<file path="src/rtl/lsq_pkg.sv">
`default_nettype none

package lsq_pkg;

    // =========================================================================
    // Sizes
    // =========================================================================
    // Queue entries
    localparam int LSQ_ENTRY_NUM = 8;
    // Max dispatch / retire per cycle
    localparam int DP_NUM        = 2;
    // Commit buffer depth
    localparam int COMMIT_DEPTH  = 4;

    // =========================================================================
    // Vector types
    // =========================================================================
    typedef logic [$clog2(LSQ_ENTRY_NUM)-1:0]   lsq_idx_t;
    // Holds 0 .. LSQ_ENTRY_NUM
    typedef logic [$clog2(LSQ_ENTRY_NUM+1)-1:0] lsq_num_t;
    // One bit per queue entry
    typedef logic [LSQ_ENTRY_NUM-1:0]           lsq_sel_t;
    // Position inside a dispatch bundle
    typedef logic [$clog2(DP_NUM)-1:0]          dp_pos_t;
    // Commit buffer pointer
    typedef logic [$clog2(COMMIT_DEPTH)-1:0]    cmt_ptr_t;
    typedef logic [15:0]                        addr_t;
    typedef logic [31:0]                        data_t;

    typedef enum logic {
        MEM_LOAD,
        MEM_STORE
    } mem_cmd_e;

    // =========================================================================
    // Bundles
    // =========================================================================
    typedef struct packed {
        logic     valid;
        logic     retire;
        mem_cmd_e cmd;
        addr_t    addr;
        data_t    data;
    } lsq_entry_t;

    typedef struct packed {
        mem_cmd_e cmd;
        addr_t    addr;
        data_t    data;
    } dp_slot_t;

    // Slot 0 is the oldest operation
    typedef struct packed {
        lsq_num_t                dp_num;
        dp_slot_t [DP_NUM-1:0]   slot;
    } dp_req_t;

    typedef struct packed {
        lsq_num_t avail_num;
        lsq_idx_t tail;
    } dp_rsp_t;

    typedef struct packed {
        logic     [DP_NUM-1:0] valid;
        lsq_idx_t [DP_NUM-1:0] idx;
    } rob_cmt_t;

    typedef struct packed {
        logic  valid;
        logic  write;
        addr_t addr;
        data_t wdata;
    } mem_req_t;

    typedef struct packed {
        logic  done;
        data_t rdata;
    } mem_rsp_t;

    typedef struct packed {
        logic     valid;
        lsq_idx_t idx;
        data_t    data;
    } ld_done_t;

    // APB master phases
    typedef enum logic [1:0] {
        ARB_IDLE,
        ARB_SETUP,
        ARB_ACCESS
    } arb_state_e;

endpackage

`default_nettype wire

</file>
<file path="src/rtl/lsq_ctrl.sv">
`default_nettype none

module lsq_ctrl
    import lsq_pkg::*;
(
    input  wire logic                             clk_i,
    input  wire logic                             rst_i,
    input  wire dp_req_t                          dp_req_i,
    input  wire lsq_entry_t [LSQ_ENTRY_NUM-1:0]   lsq_array_i,
    input  wire lsq_num_t                         commit_free_i,
    output dp_rsp_t                               dp_rsp_o,
    output lsq_sel_t                              dp_sel_o,
    output lsq_sel_t                              rt_sel_o,
    output lsq_idx_t                              head_o
);

    // =========================================================================
    // Pointers
    // =========================================================================
    // Index plus rollover bit counts modulo 2*LSQ_ENTRY_NUM
    lsq_idx_t head_q;
    lsq_idx_t tail_q;
    logic     head_roll_q;
    logic     tail_roll_q;

    // Entries between head and tail
    lsq_num_t used_num;
    // Entries leaving this cycle
    lsq_num_t rt_num;
    // Free entries, retiring ones included
    lsq_num_t avail_raw;

    always_ff @(posedge clk_i) begin
        if (rst_i) begin
            head_q      <= '0;
            tail_q      <= '0;
            head_roll_q <= 1'b0;
            tail_roll_q <= 1'b0;
        end else begin
            // Carry out of the index flips the rollover bit
            {head_roll_q, head_q} <= {head_roll_q, head_q} + rt_num;
            {tail_roll_q, tail_q} <= {tail_roll_q, tail_q} + dp_req_i.dp_num;
        end
    end

    // Four-bit difference covers both rollover cases
    assign used_num = {tail_roll_q, tail_q} - {head_roll_q, head_q};

    // =========================================================================
    // Dispatch side
    // =========================================================================
    assign avail_raw = lsq_num_t'(LSQ_ENTRY_NUM) - used_num + rt_num;

    always_comb begin
        // Never offer more than one bundle
        if (avail_raw > lsq_num_t'(DP_NUM)) begin
            dp_rsp_o.avail_num = lsq_num_t'(DP_NUM);
        end else begin
            dp_rsp_o.avail_num = avail_raw;
        end
        dp_rsp_o.tail = tail_q;
    end

    // Contiguous mask from tail that wraps past the last entry
    always_comb begin
        dp_sel_o = '0;
        for (int k = 0; k < DP_NUM; k++) begin
            if (lsq_num_t'(k) < dp_req_i.dp_num) begin
                dp_sel_o[tail_q + lsq_idx_t'(k)] = 1'b1;
            end
        end
    end

    // =========================================================================
    // Retire chain
    // =========================================================================
    always_comb begin
        lsq_idx_t rt_idx;
        logic     chain_ok;

        rt_sel_o = '0;
        rt_num   = '0;
        chain_ok = 1'b1;
        for (int k = 0; k < DP_NUM; k++) begin
            rt_idx = head_q + lsq_idx_t'(k);
            // Inside the queue, retired by ROB, room in commit buffer
            if (chain_ok
                && (lsq_num_t'(k) < used_num)
                && (lsq_num_t'(k) < commit_free_i)
                && lsq_array_i[rt_idx].retire) begin
                rt_sel_o[rt_idx] = 1'b1;
                rt_num           = rt_num + 1'b1;
                // A store ends the chain
                chain_ok         = (lsq_array_i[rt_idx].cmd != MEM_STORE);
            end else begin
                chain_ok = 1'b0;
            end
        end
    end

    assign head_o = head_q;

    // =========================================================================
    // Checks
    // =========================================================================
    // Environment must respect the offered count
    assert property (@(posedge clk_i) disable iff (rst_i)
        dp_req_i.dp_num <= dp_rsp_o.avail_num)
    else $error("lsq_ctrl: dispatch beyond avail_num");

    // Tail never laps head
    assert property (@(posedge clk_i) disable iff (rst_i)
        used_num <= lsq_num_t'(LSQ_ENTRY_NUM))
    else $error("lsq_ctrl: pointers crossed");

endmodule

`default_nettype wire

</file>
<file path="src/rtl/lsq_array.sv">
`default_nettype none

module lsq_array
    import lsq_pkg::*;
(
    input  wire logic                      clk_i,
    input  wire logic                      rst_i,
    input  wire dp_req_t                   dp_req_i,
    input  wire lsq_sel_t                  dp_sel_i,
    input  wire rob_cmt_t                  rob_cmt_i,
    input  wire lsq_sel_t                  rt_sel_i,
    output lsq_entry_t [LSQ_ENTRY_NUM-1:0] entries_o
);

    // Control bits
    lsq_sel_t valid_q;
    lsq_sel_t retire_q;
    // Payload
    mem_cmd_e cmd_q  [LSQ_ENTRY_NUM];
    addr_t    addr_q [LSQ_ENTRY_NUM];
    data_t    data_q [LSQ_ENTRY_NUM];
    // Which bundle slot lands in each entry
    dp_pos_t  dp_pos [LSQ_ENTRY_NUM];

    // Slot number is the run of selected entries just below this one
    always_comb begin
        logic run;

        for (int i = 0; i < LSQ_ENTRY_NUM; i++) begin
            dp_pos[i] = '0;
            run       = 1'b1;
            for (int k = 1; k < DP_NUM; k++) begin
                run = run && dp_sel_i[lsq_idx_t'(i - k)];
                if (run) begin
                    dp_pos[i] = dp_pos[i] + 1'b1;
                end
            end
        end
    end

    always_ff @(posedge clk_i) begin
        if (rst_i) begin
            valid_q  <= '0;
            retire_q <= '0;
        end else begin
            // ROB commit marks the entry
            for (int k = 0; k < DP_NUM; k++) begin
                if (rob_cmt_i.valid[k]) begin
                    retire_q[rob_cmt_i.idx[k]] <= 1'b1;
                end
            end
            // Dispatch into a leaving entry wins over the clear
            for (int i = 0; i < LSQ_ENTRY_NUM; i++) begin
                if (rt_sel_i[i]) begin
                    valid_q[i]  <= 1'b0;
                    retire_q[i] <= 1'b0;
                end
                if (dp_sel_i[i]) begin
                    valid_q[i]  <= 1'b1;
                    retire_q[i] <= 1'b0;
                end
            end
        end
    end

    always_ff @(posedge clk_i) begin
        for (int i = 0; i < LSQ_ENTRY_NUM; i++) begin
            if (dp_sel_i[i]) begin
                cmd_q[i]  <= dp_req_i.slot[dp_pos[i]].cmd;
                addr_q[i] <= dp_req_i.slot[dp_pos[i]].addr;
                data_q[i] <= dp_req_i.slot[dp_pos[i]].data;
            end
        end
    end

    always_comb begin
        for (int i = 0; i < LSQ_ENTRY_NUM; i++) begin
            entries_o[i].valid  = valid_q[i];
            entries_o[i].retire = retire_q[i];
            entries_o[i].cmd    = cmd_q[i];
            entries_o[i].addr   = addr_q[i];
            entries_o[i].data   = data_q[i];
        end
    end

    // ROB may only commit an occupied entry
    for (genvar k = 0; k < DP_NUM; k++) begin : g_cmt_chk
        assert property (@(posedge clk_i) disable iff (rst_i)
            rob_cmt_i.valid[k] |-> valid_q[rob_cmt_i.idx[k]])
        else $error("lsq_array: commit to empty entry %0d", rob_cmt_i.idx[k]);
    end

endmodule

`default_nettype wire

</file>
<file path="src/rtl/lsq_commit.sv">
`default_nettype none

module lsq_commit
    import lsq_pkg::*;
(
    input  wire logic                             clk_i,
    input  wire logic                             rst_i,
    input  wire lsq_entry_t [LSQ_ENTRY_NUM-1:0]   entries_i,
    input  wire lsq_sel_t                         rt_sel_i,
    input  wire lsq_idx_t                         head_i,
    output lsq_num_t                              free_o,
    output mem_req_t                              mem_req_o,
    input  wire mem_rsp_t                         mem_rsp_i,
    output ld_done_t                              ld_done_o
);

    // =========================================================================
    // Buffer state
    // =========================================================================
    cmt_ptr_t rd_ptr_q;
    cmt_ptr_t wr_ptr_q;
    lsq_num_t cnt_q;

    mem_cmd_e buf_cmd  [COMMIT_DEPTH];
    addr_t    buf_addr [COMMIT_DEPTH];
    data_t    buf_data [COMMIT_DEPTH];
    lsq_idx_t buf_idx  [COMMIT_DEPTH];

    // Push side, one lane per retire slot
    lsq_idx_t              push_idx  [DP_NUM];
    cmt_ptr_t              push_slot [DP_NUM];
    logic     [DP_NUM-1:0] push_vld;
    lsq_num_t              push_num;
    logic                  pop;

    // Retire chain is contiguous from head, so lanes fill in order
    always_comb begin
        push_num = '0;
        for (int k = 0; k < DP_NUM; k++) begin
            push_idx[k]  = head_i + lsq_idx_t'(k);
            push_slot[k] = wr_ptr_q + cmt_ptr_t'(k);
            push_vld[k]  = rt_sel_i[push_idx[k]];
            if (push_vld[k]) begin
                push_num = push_num + 1'b1;
            end
        end
    end

    assign pop    = mem_rsp_i.done;
    assign free_o = lsq_num_t'(COMMIT_DEPTH) - cnt_q;

    always_ff @(posedge clk_i) begin
        if (rst_i) begin
            rd_ptr_q <= '0;
            wr_ptr_q <= '0;
            cnt_q    <= '0;
        end else begin
            wr_ptr_q <= wr_ptr_q + cmt_ptr_t'(push_num);
            rd_ptr_q <= rd_ptr_q + cmt_ptr_t'(pop);
            cnt_q    <= cnt_q + push_num - lsq_num_t'(pop);
        end
    end

    always_ff @(posedge clk_i) begin
        for (int k = 0; k < DP_NUM; k++) begin
            if (push_vld[k]) begin
                buf_cmd[push_slot[k]]  <= entries_i[push_idx[k]].cmd;
                buf_addr[push_slot[k]] <= entries_i[push_idx[k]].addr;
                buf_data[push_slot[k]] <= entries_i[push_idx[k]].data;
                buf_idx[push_slot[k]]  <= push_idx[k];
            end
        end
    end

    // =========================================================================
    // Memory side
    // =========================================================================
    // Oldest entry held until done
    assign mem_req_o.valid = (cnt_q != '0);
    assign mem_req_o.write = (buf_cmd[rd_ptr_q] == MEM_STORE);
    assign mem_req_o.addr  = buf_addr[rd_ptr_q];
    assign mem_req_o.wdata = buf_data[rd_ptr_q];

    // Load result leaves with the done pulse
    assign ld_done_o.valid = mem_rsp_i.done && (buf_cmd[rd_ptr_q] == MEM_LOAD);
    assign ld_done_o.idx   = buf_idx[rd_ptr_q];
    assign ld_done_o.data  = mem_rsp_i.rdata;

    // Retire cap in lsq_ctrl must keep the buffer from overflowing
    assert property (@(posedge clk_i) disable iff (rst_i)
        push_num <= free_o)
    else $error("lsq_commit: push into full buffer");

endmodule

`default_nettype wire

</file>
<file path="src/rtl/mem_apb_arbiter.sv">
`default_nettype none

module mem_apb_arbiter
    import lsq_pkg::*;
(
    input  wire logic     clk_i,
    input  wire logic     rst_i,
    input  wire mem_req_t req0_i,
    input  wire mem_req_t req1_i,
    output mem_rsp_t      rsp0_o,
    output mem_rsp_t      rsp1_o,
    output addr_t         paddr_o,
    output logic          pwrite_o,
    output data_t         pwdata_o,
    output logic          psel_o,
    output logic          penable_o,
    input  wire data_t    prdata_i,
    input  wire logic     pready_i
);

    arb_state_e state_q;
    // Port owning the current transfer
    logic       grant_q;
    // Port preferred at the next choice
    logic       prio_q;
    logic       done_q;
    data_t      rdata_q;

    logic       req0_vld;
    logic       req1_vld;
    logic       grant_nxt;
    mem_req_t   req_sel;

    // Port finishing this cycle still shows valid, keep it out
    assign req0_vld = req0_i.valid && !(done_q && !grant_q);
    assign req1_vld = req1_i.valid && !(done_q && grant_q);

    // Round robin pick
    always_comb begin
        if (prio_q) begin
            grant_nxt = req1_vld ? 1'b1 : 1'b0;
        end else begin
            grant_nxt = req0_vld ? 1'b0 : 1'b1;
        end
    end

    // =========================================================================
    // APB master FSM
    // =========================================================================
    always_ff @(posedge clk_i) begin
        if (rst_i) begin
            state_q <= ARB_IDLE;
            grant_q <= 1'b0;
            prio_q  <= 1'b0;
            done_q  <= 1'b0;
        end else begin
            done_q <= 1'b0;
            case (state_q)
                ARB_IDLE: begin
                    if (req0_vld || req1_vld) begin
                        grant_q <= grant_nxt;
                        // Other port goes first next time
                        prio_q  <= ~grant_nxt;
                        state_q <= ARB_SETUP;
                    end
                end
                ARB_SETUP: begin
                    state_q <= ARB_ACCESS;
                end
                ARB_ACCESS: begin
                    if (pready_i) begin
                        done_q  <= 1'b1;
                        state_q <= ARB_IDLE;
                    end
                end
                default: begin
                    state_q <= ARB_IDLE;
                end
            endcase
        end
    end

    // Read data captured at completion
    always_ff @(posedge clk_i) begin
        if ((state_q == ARB_ACCESS) && pready_i) begin
            rdata_q <= prdata_i;
        end
    end

    // Requester keeps fields stable, so drive straight through
    assign req_sel   = grant_q ? req1_i : req0_i;
    assign paddr_o   = req_sel.addr;
    assign pwrite_o  = req_sel.write;
    assign pwdata_o  = req_sel.wdata;
    assign psel_o    = (state_q != ARB_IDLE);
    assign penable_o = (state_q == ARB_ACCESS);

    assign rsp0_o.done  = done_q && !grant_q;
    assign rsp0_o.rdata = rdata_q;
    assign rsp1_o.done  = done_q && grant_q;
    assign rsp1_o.rdata = rdata_q;

    // Access phase always entered from setup
    assert property (@(posedge clk_i) disable iff (rst_i)
        $rose(penable_o) |-> $past(psel_o && !penable_o))
    else $error("mem_apb_arbiter: penable without setup");

endmodule

`default_nettype wire

</file>
<file path="src/rtl/lsq_top.sv">
`default_nettype none

module lsq_top
    import lsq_pkg::*;
(
    input  wire logic     clk_i,
    input  wire logic     rst_i,
    // Dispatch and ROB
    input  wire dp_req_t  dp_req_i,
    output dp_rsp_t       dp_rsp_o,
    input  wire rob_cmt_t rob_cmt_i,
    // Host requester
    input  wire mem_req_t host_req_i,
    output mem_rsp_t      host_rsp_o,
    // Load results
    output ld_done_t      ld_done_o,
    // APB master
    output addr_t         paddr_o,
    output logic          pwrite_o,
    output data_t         pwdata_o,
    output logic          psel_o,
    output logic          penable_o,
    input  wire data_t    prdata_i,
    input  wire logic     pready_i
);

    lsq_entry_t [LSQ_ENTRY_NUM-1:0] entries;
    lsq_sel_t                       dp_sel;
    lsq_sel_t                       rt_sel;
    lsq_idx_t                       head;
    lsq_num_t                       commit_free;
    mem_req_t                       cmt_req;
    mem_rsp_t                       cmt_rsp;

    // Pointers and select masks
    lsq_ctrl lsq_ctrl_inst (
        .clk_i         (clk_i),
        .rst_i         (rst_i),
        .dp_req_i      (dp_req_i),
        .lsq_array_i   (entries),
        .commit_free_i (commit_free),
        .dp_rsp_o      (dp_rsp_o),
        .dp_sel_o      (dp_sel),
        .rt_sel_o      (rt_sel),
        .head_o        (head)
    );

    // Entry storage
    lsq_array lsq_array_inst (
        .clk_i     (clk_i),
        .rst_i     (rst_i),
        .dp_req_i  (dp_req_i),
        .dp_sel_i  (dp_sel),
        .rob_cmt_i (rob_cmt_i),
        .rt_sel_i  (rt_sel),
        .entries_o (entries)
    );

    // In-order drain to memory
    lsq_commit lsq_commit_inst (
        .clk_i     (clk_i),
        .rst_i     (rst_i),
        .entries_i (entries),
        .rt_sel_i  (rt_sel),
        .head_i    (head),
        .free_o    (commit_free),
        .mem_req_o (cmt_req),
        .mem_rsp_i (cmt_rsp),
        .ld_done_o (ld_done_o)
    );

    // Port 0 is the commit engine, port 1 the host
    mem_apb_arbiter mem_apb_arbiter_inst (
        .clk_i     (clk_i),
        .rst_i     (rst_i),
        .req0_i    (cmt_req),
        .req1_i    (host_req_i),
        .rsp0_o    (cmt_rsp),
        .rsp1_o    (host_rsp_o),
        .paddr_o   (paddr_o),
        .pwrite_o  (pwrite_o),
        .pwdata_o  (pwdata_o),
        .psel_o    (psel_o),
        .penable_o (penable_o),
        .prdata_i  (prdata_i),
        .pready_i  (pready_i)
    );

endmodule

`default_nettype wire

</file>
<file path="config.mk">
export PLATFORM = sky130hd
export DESIGN_NAME = lsq_top
export DESIGN_NICKNAME = d
export VERILOG_FILES = /design/src/rtl/lsq_pkg.sv /design/src/rtl/lsq_ctrl.sv /design/src/rtl/lsq_array.sv /design/src/rtl/lsq_commit.sv /design/src/rtl/mem_apb_arbiter.sv /design/src/rtl/lsq_top.sv
export SDC_FILE = /design/constraint.sdc
export NUM_CORES = 1
export LEC_CHECK = 0
export BUFFER_PORTS_ARGS = -buffer_cell sky130_fd_sc_hd__buf_4
export CAP_MARGIN = 20
export CORE_UTILIZATION = 30
export CTS_BUF_LIST = sky130_fd_sc_hd__clkbuf_2
export CTS_CLUSTER_SIZE = 12
export DETAILED_ROUTE_END_ITERATION = 8
export PLACE_DENSITY_LB_ADDON = 0.1
export SLEW_MARGIN = 10
export SYNTH_ARGS = -nofsm -noshare
export SYNTH_HDL_FRONTEND = slang
export SYNTH_SLANG_ARGS = --single-unit
</file>
<file path="constraint.sdc">
create_clock -name clk_i -period 7.95 [get_ports clk_i]
set_clock_uncertainty 0.1 [all_clocks]
set_input_delay 0.3975 -clock clk_i [delete_from_list [all_inputs] [get_ports clk_i]]
set_output_delay 0.3975 -clock clk_i [all_outputs]
set_load 0.03 [all_outputs]
</file>
==> out/qor.csv <==
stage,metric,value,unit
run_status,outcome,"finished, final reports clean",
synth,synth_top_family_by_area,multiplexers,
detailed_routing,drc_errors,0,
place,io_buffers,319,
worst_setup_path,crit_family,adder cells,
global_route,antenna_found_initial,14,
cells_and_area,layout_commonest_cell,edfxtp_1,
power,p_leak,18.1,nW
worst_setup_path,startpoint_type,flop,
run,drv_cap,0,
synth,seq_area_frac_synth,53.6,%
detailed_routing,wire_per_inst,26.5,um
cells_and_area,layout-drive-gt1-share,34.7,%
power,ir_worst_vdd,0.000209,V
detailed_routing,routed_wl,141000,um
synth,yosys.area_share.simple,7.29,%
floorplanning,rows,127,
synth,synth_edf_count,632,
cts,cts_tree,yes,
timing,setup_tns,0,ns
cts,cts_buffers,187,
global_route,grt_pass1_vias,28715,
floorplanning,dieArea,123000,sq um
floorplanning,die_w,351,um
worst_setup_path,reg2reg_slack,2.97,ns
cells_and_area,nNetsFinal,3785,
synth,synthAdderAreaFrac,1.10,%
timing,finalCritPeriodShare,89.6,%
timing,maxSlewViolCount,0,
cts,clock_latency,1.61,ns
cts,clk_pin_slew_worst_paths,0.09,ns
power,power_per_cell_area,305,nW/um^2
synth,syn-cell-area,36500,sq um
worst_setup_path,r2r_cells,17,
synth,yosys_register_bits,661,
min_path,worstHoldPathCells,5,
place,hpwl,83900,um
timing,fmax,0.140,GHz
floorplanning,initial_utilization,30.3,%
worst_setup_path,critPathSlowestCell,dfxtp_1,
cells_and_area,final_cell_mix,"edfxtp_1, dlygate4sd3_1, buf_4",
synth,yosys.area_share.xor_xnor,0.662,%
power,clock_power_share,18.3,%
power,power_switching,6.00,mW
detailed_routing,drt_iter0_markers,2460,
global_route,grt.total_usage,22.7,%
cts,post-cts-setup-buffers,0,
floorplanning,coreArea,120000,sq um
cells_and_area,final_util,38.9,%
min_path,hold_path.class,in2reg,
synth,syn-instance-count,2773,
cells_and_area,area_growth,28.2,%
detailed_routing,dr_total_vias,28114,
worst_setup_path,setup.worst_path.end_class,primary output,
worst_setup_path,path_max_fanout,11,
synth,syn_area_per_cell,13.2,sq um
global_route,overflow,0,
global_route,grt_max_degree,108,
power,sw_frac_of_total,42.0,%
worst_setup_path,cp_data_required_time,7.45,ns
synth,postSynth.asyncResetShare,0,%
synth,ys.flop_type,edfxtp_1,
timing,worst_slew_pin_slew,1.34,ns
detailed_routing,via_per_inst,5.27,
synth,ys_types,60,
synth,yosys-mux-area-fraction,26.8,%
worst_setup_path,arrival,6.63,ns
cts,cts_root_buffer,clkbuf_2,
timing,rsz0062_at_grt,false,
place,gp_congestion,0.857,
timing,relSlewSlack,10.8,%
floorplanning,die_h,351,um
power,p_int,8.28,mW
cts,cts.path.max_buffers,3,
worst_setup_path,path_buf_inv,5,
cts,cts-htree-levels,4,
worst_setup_path,max_stage_delay,0.73,ns
synth,synth_compound_area_share,6.91,%
global_route,grt_pass1_wl,201000,um
timing,hold_violations,0,
power,p_seq_share,35.2,%
worst_setup_path,path_class,reg2out,
timing,fin_crit,7.12,ns
floorplanning,io_pins,322,
worst_setup_path,worst-path-stages,16,
power,combPwrFrac,46.5,%
cts,clkSinkCount,661,
detailed_routing,firstDrtPassIters,8,
timing,setup_viol,0,
worst_setup_path,worstPathCellList,"clkinv_1, ha_1, fa_1, xor2_1, and2_1, nand4_1, nand3_1, inv_1, ha_1, inv_1, ha_1, inv_1, fa_1, o22ai_1, nor3b_1, buf_4",
detailed_routing,ant_nets,0,
synth,synth_warnings,0,
[per-stage QoR]
step	area, sq um	setup WS (ns)	hold slack (ns)	std cells	power [mW]
global route	46800	0.230	0.115	5329	15.0
CTS	46700	0.553	0.00250	5315	14.3
finish	46800	0.827	0.228	5334	14.3
global placement	40800	2.47	0.373	4557	11.3
detailed placement	40800	2.38	0.379	4559	11.4
floorplan	36500	0.950	0.363	2774	8.68
[sequential cells by signal, summed over array words and instances, names as in the netlist]
register,cells
lsq_array_inst.addr_q,128
lsq_array_inst.cmd_q,8
lsq_array_inst.data_q,256
lsq_array_inst.retire_q,8
lsq_commit_inst.buf_addr,64
lsq_commit_inst.buf_cmd,4
lsq_commit_inst.buf_data,128
lsq_commit_inst.buf_idx,12
lsq_commit_inst.cnt_q,4
lsq_commit_inst.rd_ptr_q,2
lsq_commit_inst.wr_ptr_q,2
lsq_ctrl_inst.head_o,3
lsq_ctrl_inst.head_roll_q,1
lsq_ctrl_inst.tail_q,3
lsq_ctrl_inst.tail_roll_q,1
mem_apb_arbiter_inst.done_q,1
mem_apb_arbiter_inst.grant_q,1
mem_apb_arbiter_inst.prio_q,1
mem_apb_arbiter_inst.rdata_q,32
mem_apb_arbiter_inst.state_q,2
[synthesized netlist by cell type, drive strengths merged (7+ instances only)]
cell      n  area (sq um)
edfxtp  632         19000
mux2    408          4590
nand2   406          1520
mux2i   296          2960
clkbuf  139           522
buf     105           653
mux4     99          2230
a221oi   93           815
nor2     81           304
o21ai    53           265
a21oi    49           245
nand3    41           205
a22oi    36           270
inv      33           124
dfxtp    29           581
nor3     29           145
ha       24           300
xnor2    17           149
a31o     16           140
nor2b    16           100
a22o     14           123
nand4    14          87.6
o22ai    13          81.3
a211oi    9          67.6
nand2b    9          56.3
a222oi    8          80.1
xor2      8          70.1
a221o     7          70.1
clkinv    7          26.3
[tightest hold or removal path, cell delays in order]
cell	delay [ns]
dlygate4sd3_1	0.60
buf_4	0.14
nand2_1	0.04
nand2_1	0.05
dlygate4sd3_1	0.53
[final cells by class]
type,count,area (sq um)
antenna,14,35.0
inverter,40,160
clock buffer,283,1420
multi-input combinational,1829,15900
clock inverter,53,298
tap,1612,2020
sequential,661,19600
fill,11456,73500
timing repair buffer,842,7430
[path summary, 6_finish.rpt]
path	startpoint	to
worst max register to register	lsq_ctrl_inst.tail_q[0]	lsq_commit_inst.cnt_q[3]
worst max-delay path	lsq_ctrl_inst.tail_q[0]	dp_rsp_o[3]
worst min-delay path	dp_req_i[95]	lsq_array_inst.addr_q[0][62]
worst min register to register	lsq_commit_inst.rd_ptr_q[1]	lsq_commit_inst.rd_ptr_q[1]
[per-layer routing]
metal  up-vias  global-route usage (%)  part of all wire [%]  wire length [um]
met1     14290                    30.5                    44             62100
met2      1208                    36.8                    47             66100
li1      12399                       -                     -                 -
met4         4                    6.69                   2.2              3120
met3       213                    4.36                   7.0              9910
met5         -                       0                 0.016                23
[power by group through the flow]
stage	Combinational [mW]	Sequential, mW	Clock, mW
finish	6.64	5.02	2.61
global route	7.03	5.08	2.86
CTS	6.59	5.02	2.70
detailed placement	6.31	5.10	0
global placement	6.20	5.09	0
floorplan	3.65	5.03	0
[logic make-up (layout without fill, tap and decap cells)]
group                    count (synthesis)  after routing
other                                    1             16
AND/OR/NAND/NOR                        628            628
buffers and inverters                  284           1218
flip-flops                             661            661
AO/OA/AOI/OAI                          341            341
multiplexers                           803            803
XOR/XNOR                                26             26
adder cells (fa/ha/maj)                 29             29
[timing repair]
item | CTS | global route
hold endpoints to repair | 542 | 0
hold buffers | 420 | 0
gates resized for setup | 0 | 0
No activity file was read; power rests on OpenSTA's default activity.
